[src/common/mem_defs.svh]
/*
  widths and depth shared by the memory subsystem
  the RAM decodes only the low address bits, higher bits must stay zero
  BUS_W is fixed at two byte lanes, other widths are not supported
*/
`ifndef MEM_DEFS_SVH
`define MEM_DEFS_SVH

// CPU byte address
`define ADDR_W 24

// external data bus, two byte lanes
`define BUS_W 16

// RAM depth in bus words
`define RAM_WORDS 4096

`endif
[src/common/bus_pkg.sv]
/*
  bus side types for the 16-bit memory bus
  lane 0 is the low byte and sits at the even address
*/
package bus_pkg;

    // one write enable per byte lane
    typedef logic [1:0] lane_we_t;

    localparam lane_we_t LANE_NONE = 2'b00;
    localparam lane_we_t LANE_LO   = 2'b01;  // even byte only
    localparam lane_we_t LANE_BOTH = 2'b11;

    // bus cycle step of the access unit, an access uses at most three
    typedef enum logic [1:0] {
        PH_IDLE = 2'd0,
        PH_1    = 2'd1,
        PH_2    = 2'd2,
        PH_3    = 2'd3
    } bus_phase_t;

endpackage

[src/common/cpu_req_pkg.sv]
/*
  CPU side request types
  quad accesses are four bytes, little endian, at any byte address
  SRC_EA selects the latched effective address, not a live register
*/
package cpu_req_pkg;

    // access size of a CPU request
    typedef enum logic [1:0] {
        SZ_BYTE = 2'd0,
        SZ_WORD = 2'd1,  // two bytes
        SZ_QUAD = 2'd2   // four bytes
    } acc_size_t;

    // where the access address comes from
    typedef enum logic [1:0] {
        SRC_PC = 2'd0,   // program counter
        SRC_DA = 2'd1,   // data address from the decoder
        SRC_SP = 2'd2,   // stack pointer
        SRC_EA = 2'd3    // latched effective address
    } ea_src_t;

endpackage

[src/common/mem_bus_if.sv]
/*
  16-bit memory bus between the access unit and the RAM
  addr is a byte address, the slave drops its low bit
  rdata must be combinational from addr
*/
`timescale 1ns/100ps
`include "mem_defs.svh"

interface mem_bus_if
    import bus_pkg::*;
();
    logic [`ADDR_W-1:0] addr;   // byte address
    logic [`BUS_W-1:0]  wdata;
    logic [`BUS_W-1:0]  rdata;
    lane_we_t           we;     // per lane, written on the clock edge
    logic               rd;     // read cycle in progress

    modport master (
        output addr,
        output wdata,
        output we,
        output rd,
        input  rdata
    );

    modport slave (
        input  addr,
        input  wdata,
        input  we,
        input  rd,
        output rdata
    );

endinterface

[src/mem/mem_access.sv]
/*
  splits CPU accesses into 16-bit bus cycles, odd addresses included
  reads always fetch four bytes, a read of the cached address is skipped
  any write invalidates the cached address
  req is only taken while busy is low, all state holds while cen is low
*/
`timescale 1ns/100ps
`include "mem_defs.svh"

module mem_access
    import cpu_req_pkg::*, bus_pkg::*;
(
    input  logic               clk,
    input  logic               rst,
    input  logic               cen,
    input  logic               req,
    input  logic               wr,
    input  acc_size_t          size,
    input  ea_src_t            src,
    input  logic               da2ea,
    input  logic [`ADDR_W-1:0] pc,
    input  logic [`ADDR_W-1:0] da,
    input  logic [`ADDR_W-1:0] xsp,
    input  logic [31:0]        wdata32,
    output logic [`ADDR_W-1:0] ea,
    output logic [31:0]        mdata,
    output logic               busy,
    mem_bus_if.master          bus
);

    logic [`ADDR_W-1:0] nx_addr;    // selected request address
    logic [`ADDR_W-1:0] ca;         // cached read address
    logic [`ADDR_W-1:0] wa;         // write start address
    logic [1:0]         adelta;     // byte offset of the current bus cycle
    logic [39:0]        wdadj;      // write data moved to its lanes
    logic [23:0]        pend;       // bytes still to be written
    logic [`BUS_W-1:0]  wdata_q;
    logic [31:0]        rbuf;       // read data being assembled
    lane_we_t           we_q;
    logic               rd_q;
    bus_phase_t         phase;
    acc_size_t          sz_q;
    logic               op_wr;      // current access is a write
    logic               fin;        // last read lane is in rbuf
    logic               wr_start;
    logic               rd_start;
    logic               wr_more1;   // write needs a second bus cycle
    logic               wr_more2;   // and a third one

    always_comb begin
        case (src)
            SRC_PC: nx_addr = pc;
            SRC_DA: nx_addr = da;
            SRC_SP: nx_addr = xsp;
            SRC_EA: nx_addr = ea;
        endcase
    end

    assign wr_start = cen && req && !busy && wr;
    assign rd_start = cen && req && !busy && !wr && (nx_addr != ca);  // else skipped

    // odd start shifts everything up one lane
    assign wdadj = nx_addr[0] ? {wdata32, 8'd0} : {8'd0, wdata32};

    assign wr_more1 = (sz_q == SZ_QUAD) || (sz_q == SZ_WORD && wa[0]);
    assign wr_more2 = (sz_q == SZ_QUAD) && wa[0];

    assign bus.addr  = (op_wr ? wa : ca) + {{(`ADDR_W-2){1'b0}}, adelta};
    assign bus.wdata = wdata_q;
    assign bus.we    = we_q;
    assign bus.rd    = rd_q;

    // control
    always_ff @(posedge clk or posedge rst) begin
        if (rst) begin
            ca     <= '1;           // first read is never a hit
            ea     <= '0;
            mdata  <= '0;
            busy   <= 1'b0;
            phase  <= PH_IDLE;
            op_wr  <= 1'b0;
            fin    <= 1'b0;
            rd_q   <= 1'b0;
            we_q   <= LANE_NONE;
            adelta <= 2'd0;
            sz_q   <= SZ_BYTE;
        end else if (cen) begin
            if (da2ea)
                ea <= da;
            if (fin) begin
                mdata <= rbuf;      // whole word at once
                fin   <= 1'b0;
                busy  <= 1'b0;
            end
            case (phase)
                PH_IDLE: begin
                    if (wr_start) begin
                        ca     <= '1;   // drop the cached read
                        op_wr  <= 1'b1;
                        sz_q   <= size;
                        adelta <= 2'd0;
                        we_q   <= {size != SZ_BYTE || nx_addr[0], !nx_addr[0]};
                        busy   <= 1'b1;
                        phase  <= PH_1;
                    end else if (rd_start) begin
                        ca     <= nx_addr;
                        op_wr  <= 1'b0;
                        adelta <= 2'd0;
                        rd_q   <= 1'b1;
                        busy   <= 1'b1;
                        phase  <= PH_1;
                    end
                end
                PH_1: begin
                    if (op_wr) begin
                        if (wr_more1) begin
                            adelta <= wa[0] ? 2'd1 : 2'd2;  // next even word
                            we_q   <= (sz_q == SZ_QUAD) ? LANE_BOTH : LANE_LO;
                            phase  <= PH_2;
                        end else begin
                            we_q   <= LANE_NONE;
                            op_wr  <= 1'b0;
                            busy   <= 1'b0;
                            phase  <= PH_IDLE;
                        end
                    end else begin
                        adelta <= ca[0] ? 2'd1 : 2'd2;
                        phase  <= PH_2;
                    end
                end
                PH_2: begin
                    if (op_wr) begin
                        if (wr_more2) begin
                            adelta <= 2'd3;
                            we_q   <= LANE_LO;      // top byte of an odd quad
                            phase  <= PH_3;
                        end else begin
                            we_q   <= LANE_NONE;
                            op_wr  <= 1'b0;
                            busy   <= 1'b0;
                            phase  <= PH_IDLE;
                        end
                    end else if (ca[0]) begin
                        adelta <= 2'd3;
                        phase  <= PH_3;
                    end else begin
                        rd_q   <= 1'b0;
                        fin    <= 1'b1;
                        phase  <= PH_IDLE;
                    end
                end
                PH_3: begin
                    we_q  <= LANE_NONE;
                    rd_q  <= 1'b0;
                    fin   <= !op_wr;
                    busy  <= !op_wr;        // reads still need the mdata update
                    op_wr <= 1'b0;
                    phase <= PH_IDLE;
                end
            endcase
        end
    end

    // payload, follows the control steps above
    always_ff @(posedge clk) begin
        if (cen) begin
            if (wr_start) begin
                wa      <= nx_addr;
                wdata_q <= wdadj[15:0];
                pend    <= wdadj[39:16];
            end else if (op_wr && phase != PH_IDLE) begin
                wdata_q <= pend[15:0];
                pend    <= pend >> 16;
            end
            if (!op_wr) begin
                case (phase)
                    PH_1: begin
                        if (ca[0])
                            rbuf[7:0] <= bus.rdata[15:8];   // odd byte of word below
                        else
                            rbuf[15:0] <= bus.rdata;
                    end
                    PH_2: begin
                        if (ca[0])
                            rbuf[23:8] <= bus.rdata;
                        else
                            rbuf[31:16] <= bus.rdata;
                    end
                    PH_3: rbuf[31:24] <= bus.rdata[7:0];
                    default: ;
                endcase
            end
        end
    end

    a_no_rd_we: assert property (@(posedge clk) disable iff (rst)
        !(bus.rd && |bus.we))
        else $error("bus read and write active together");

    // CPU must wait for busy low
    a_req_idle: assert property (@(posedge clk) disable iff (rst)
        req |-> !busy)
        else $error("req while busy");

    a_phase_bound: assert property (@(posedge clk) disable iff (rst)
        $rose(phase != PH_IDLE) |-> cen [->1:3] ##1 (phase == PH_IDLE))
        else $error("access did not finish within four cen edges");

endmodule

[src/flat_wrapper.sv]
// flat-port wrapper written by rule: the top's interface ports become plain ports
module mem_access_flat import cpu_req_pkg::*, bus_pkg::*;
  (clk, rst, cen, req, wr, size, src, da2ea, pc, da, xsp, wdata32, ea, mdata, busy, bus_addr, bus_wdata, bus_we, bus_rd, bus_rdata);
  mem_bus_if bus_i ();
  input  logic clk;
  input  logic rst;
  input  logic cen;
  input  logic req;
  input  logic wr;
  input  acc_size_t size;
  input  ea_src_t src;
  input  logic da2ea;
  input  logic [`ADDR_W-1:0] pc;
  input  logic [`ADDR_W-1:0] da;
  input  logic [`ADDR_W-1:0] xsp;
  input  logic [31:0] wdata32;
  output logic [`ADDR_W-1:0] ea;
  output logic [31:0] mdata;
  output logic busy;
  output wire logic [$bits(bus_i.addr)-1:0] bus_addr;
  output wire logic [$bits(bus_i.wdata)-1:0] bus_wdata;
  output wire logic [$bits(bus_i.we)-1:0] bus_we;
  output wire logic [$bits(bus_i.rd)-1:0] bus_rd;
  input wire logic [$bits(bus_i.rdata)-1:0] bus_rdata;
  assign bus_addr = bus_i.addr;
  assign bus_wdata = bus_i.wdata;
  assign bus_we = bus_i.we;
  assign bus_rd = bus_i.rd;
  assign bus_i.rdata = bus_rdata;
  mem_access u_core (.clk(clk), .rst(rst), .cen(cen), .req(req), .wr(wr), .size(size), .src(src), .da2ea(da2ea), .pc(pc), .da(da), .xsp(xsp), .wdata32(wdata32), .ea(ea), .mdata(mdata), .busy(busy), .bus(bus_i));
endmodule
[config.mk]
export PLATFORM = sky130hd
export DESIGN_NAME = mem_access_flat
export DESIGN_NICKNAME = d
export VERILOG_FILES = /design/src/common/bus_pkg.sv /design/src/common/cpu_req_pkg.sv /design/src/common/mem_bus_if.sv /design/src/mem/mem_access.sv /design/src/flat_wrapper.sv
export VERILOG_INCLUDE_DIRS = /design/src /design/src/common
export SDC_FILE = /design/constraint.sdc
export NUM_CORES = 1
export LEC_CHECK = 0
export BUFFER_PORTS_ARGS = -buffer_cell sky130_fd_sc_hd__buf_2
export CORE_ASPECT_RATIO = 0.7
export CORE_UTILIZATION = 25
export DETAILED_ROUTE_END_ITERATION = 6
export GPL_ROUTABILITY_DRIVEN = 0
export SLEW_MARGIN = 20
export SYNTH_ARGS = -nofsm -noshare
export SYNTH_HDL_FRONTEND = slang
export SYNTH_SLANG_ARGS = --single-unit
[constraint.sdc]
create_clock -name clk -period 9 [get_ports clk]
set_input_delay 1.8 -clock clk [delete_from_list [all_inputs] [get_ports clk]]
set_output_delay 1.8 -clock clk [all_outputs]
set_load 0.01 [all_outputs]
==> results.md <==
- The run finished, with violations left.
- The final reports fail on DRC.
- The internal reg-to-reg setup slack is 5690 ps.
- In this run the tool buffered the top-level ports with between 200 and 250 buffer cells.
- The number of standard cells after synthesis is 775.
- Clock latency on the worst-skew pair, taken at its later pin, is about 450 ps.
- The number of global-route vias before repair is about 6.5k.
- The post-cts resize count is 0.
- Summed over all cells, the static leakage comes to 4.66 nW.
- The register area share after synthesis is 55.7%.
- The I/O pin count is between 200 and 250.
- The row count is just under 60.
- In the layout the commonest cells are 229 x sky130_fd_sc_hd__buf_2, 133 x sky130_fd_sc_hd__nand2_1, 96 x sky130_fd_sc_hd__edfxtp_1.
- The number of different library cells in the post-synthesis netlist is 54.
- The routed design has 25.0 mm of wire.
- For this design, the sink count on the clock tree is around 190.
- The starting DRC count in detailed routing is 416.
- Among all flip-flop cells after synthesis, the most frequent one is sky130_fd_sc_hd__edfxtp_1.
- Once the floorplan was initialized, standard cells occupied 25.7% of the core.
- The worst setup path is of the reg -> out kind.
- On the worst path, the slowest cell contributes a delay of ~540 ps.
- For this run, design rule violations remaining after detail routing come to 34.
- The endpoint identified for the worst register-to-register timing path is u_core.ca[2].
- The finished layout cell area is roughly 12000 um^2.
- For this run, the detailed router's first-pass iteration total came to 7.
- The height of the die is between 150 and 200 um.
- The routed length per instance is roughly 17 um.
- Setup violations remaining at the end of the flow were counted as 0.
- The full die area is between 30000 and 40000 um^2.
- The first global-routing pass estimated about 38 mm of wire.
- The required time of the critical path is just over 7000 ps.
- The initial antenna violation count is 0.
- The mean area per synthesized cell is 12.1 um^2.
- In this run the tightest slew margin relative to its limit is 33.0%.
- Counting flops with an async set or reset pin after synthesis yields a share of between 40 and 50%.
- The most critical setup path has its startpoint at u_core.op_wr.
- The worst setup path is launched from a register.
- At the pin with the least slew margin, the transition time is about 1000 ps.
- The final global-route overflow total is 0.
- Fill cells in the final layout number about 3.7k.
- Of all nets on the critical path, the largest fanout is between 50 and 60.
- The type of destination of the critical path is a primary output.
- The setup slack after placement is approximately 3200 ps.
- Once placement completed, the tool counted placed cells totaling around 1.4k.
- In this run the horizontal extent of the chip is approximately 230 um.
- The number of slew-limit violations in the final report is 0.
- Dividing total power by cell area gives a power density of between 200 and 300 nW/um^2.
- The number of cells in the finished layout apart from fillers is approximately 1.5k.
- Of the available clock period, the critical path in the final layout requires between 60 and 70%.
- The critical path ends at bus_addr[23].
- The post-route antenna net violation count is 0.
- CTS built an H-tree with a depth of 4.
- The net count of the mapped netlist is a little over 900.
- The share of post-route cells with drive strength above 1 is between 40% and 50%.
- The cell area that synthesis handed to floorplanning was roughly 9400 um^2.
- Setup slack on the critical path of the routed design comes to roughly 2700 ps.
- The number of max-cap violations is 0.
- The cell count of the worst reg-to-reg path is 12.
- The type of the most critical hold path is reg -> reg.
- Using the TritonRoute via totals, the vias-per-cell ratio works out to around 4.5.
- Relative to the synthesized area, the layout overhead comes to 23.8%.
- The CTS clock-pin slew for the worst setup and hold paths is 80 ps.
- The maximum clock insertion buffer count is 2.
- Setup repair after global routing left no endpoint under its margin.
- The clock skew is roughly 11 ps.
- After routing, the total negative slack on setup checks comes to 0 ps.
- The count of yosys warnings during synthesis is 0.
- The TritonCTS clock tree is built.
- The maximum vdd ir drop is around 120 uV.
- The data arrival time of the worst path is between 4000 and 5000 ps.
- On the critical path, the stage with the largest delay is an instance of sky130_fd_sc_hd__a211oi_1.
- Counting flops with a built-in enable in the synthesized netlist gives 96.
- Entering global routing, the biggest net connects 58 pins.
- Total power for the finished layout comes to around 0.0032 W.
- The critical path goes through buf_4 > mux2i_1 > inv_1 > ha_1 > a21oi_1 > a211oi_1 > nand4_1 > nor4_1 > nor4bb_1 > xnor2_1 > buf_2.
- Once detailed placement completed, the half-perimeter wirelength came to roughly 18 mm.
- The hold buffer count at cts is 0.
- The beginning of the worst register-to-register path is u_core.ea[0].
- The CTS buffer count is 17.
- 0 antenna diodes ended up in the layout.
- The final count of hold timing violations is 0.
- Across every metal layer, demand over resource in global routing totals about an eighth.
- The smallest clock period supported by the final layout is computed as ~6300 ps.
- For this block, the via count after detailed routing is 6670.
- In this run, synthesis produced a sequential element count of ~190.
- The core box area is between 30000 and 40000 um^2.
- The library cell used most frequently in the layout, excluding fill and tap cells, is sky130_fd_sc_hd__buf_2.
- The number of setup buffers added after CTS is 0.
- The final layout contains approximately 1.1k nets.
- The cell sitting at the root of the clock tree is a sky130_fd_sc_hd__clkbuf_16.
- The maximum clock frequency is approximately 160 MHz.
- Once placement finished, the instance area stood at roughly 11000 um^2.
## through the flow
stage	hold slack, ps	util, %
after floorplan	455	-
after global placement	459	30.2
after detailed placement	464	30.2
after CTS	477	31.8
after global routing	493	31.8
final	476	31.8
## how the worst min path moves through the flow
stage / depth (start not counted) / startpoint / endpoint / slack [ps]
finish: 1 / u_core.rbuf[0] / u_core.mdata[0] / 480
detailed placement: 1 / u_core.rbuf[30] / u_core.mdata[30] / 460
CTS: 1 / u_core.rbuf[0] / u_core.mdata[0] / 480
floorplan: 1 / u_core.rbuf[19] / u_core.mdata[19] / 460
global placement: 1 / u_core.rbuf[16] / u_core.mdata[16] / 460
global route: 1 / u_core.rbuf[12] / u_core.mdata[12] / 490
## critical path, delay by kind of cell (launching register included)
family                     cells  cell delay [ps]
AOI/OAI and AO/OA              2              610
xor gates and xnor gates       1              240
adders and majority gates      1              280
buffers and inverters          3              790
DFF                            1              340
muxes                          1              380
and+or+nand+nor                3             1350
## cell usage after synthesis, types with 3 or more instances
cell                         n  share of area (%)
sky130_fd_sc_hd__nand2_1   134                5.4
sky130_fd_sc_hd__edfxtp_1   96                 31
sky130_fd_sc_hd__mux2_2     84                 10
sky130_fd_sc_hd__dfrtp_1    68                 18
sky130_fd_sc_hd__nor2_1     56                2.2
sky130_fd_sc_hd__o21ai_0    25                1.3
sky130_fd_sc_hd__xor2_1     25                2.3
sky130_fd_sc_hd__dfstp_2    24                6.7
sky130_fd_sc_hd__mux2i_1    24                2.6
sky130_fd_sc_hd__xnor2_1    24                2.2
sky130_fd_sc_hd__clkbuf_1   23               0.92
sky130_fd_sc_hd__mux4_2     23                5.5
sky130_fd_sc_hd__nand3_1    22                1.2
sky130_fd_sc_hd__a31oi_1    18                1.2
sky130_fd_sc_hd__a21oi_1    16               0.86
sky130_fd_sc_hd__inv_1      14               0.56
sky130_fd_sc_hd__buf_1      12               0.48
sky130_fd_sc_hd__o21ai_1    12               0.64
sky130_fd_sc_hd__and3_1      9               0.60
sky130_fd_sc_hd__ha_1        6               0.80
sky130_fd_sc_hd__nor2b_1     6               0.40
sky130_fd_sc_hd__nand4_1     5               0.33
sky130_fd_sc_hd__nand3b_1    4               0.32
sky130_fd_sc_hd__nor3_1      4               0.21
sky130_fd_sc_hd__nor4_1      4               0.27
sky130_fd_sc_hd__buf_6       3               0.36
sky130_fd_sc_hd__mux2_1      3               0.36
## state kept, by name (all words and copies together) (netlist names)
register	cells
u_core.adelta	2
u_core.bus.rd	1
u_core.bus.wdata	16
u_core.bus.we	2
u_core.busy	1
u_core.ca	24
u_core.ea	24
u_core.fin	1
u_core.mdata	32
u_core.op_wr	1
u_core.pend	24
u_core.phase	2
u_core.rbuf	32
u_core.sz_q	2
u_core.wa	24
## where the power goes
part	switching [W]	internal (W)
registers	0.000155	0.00119
clock network	0.000403	0.000381
logic	0.000592	0.000464
total	0.00115	0.00203
## metal layers
metal	GRT usage [%]	vias to the layer above	wire (um)
met5	0	-	0
met2	20.0	216	11100
li1	-	3200	-
met3	3.66	15	1750
met4	4.19	0	282
met1	18.3	3239	11900
## logic make-up after synthesis
kind of cell             after synthesis  synth area share (%)
multiplexers                         134                  18.6
adder cells (fa/ha/maj)                7                  1.02
AND/OR/NAND/NOR                      252                  11.6
buffers and inverters                 58                  2.69
XOR/XNOR                              50                  4.76
AO/OA/AOI/OAI                         86                  5.69
flip-flops                           188                  55.7
## layout make-up
cell class                 count  area [um^2]  share of cell area [%]
clock inverter                15          188                    1.62
sequential                   188         5220                    45.0
multi-input combinational    529         3900                    33.6
clock buffer                  17          425                    3.67
inverter                      15         60.1                   0.518
tap                          480          601                    5.18
timing repair buffer         237         1210                    10.4
Power figures use the tool's default switching activity.
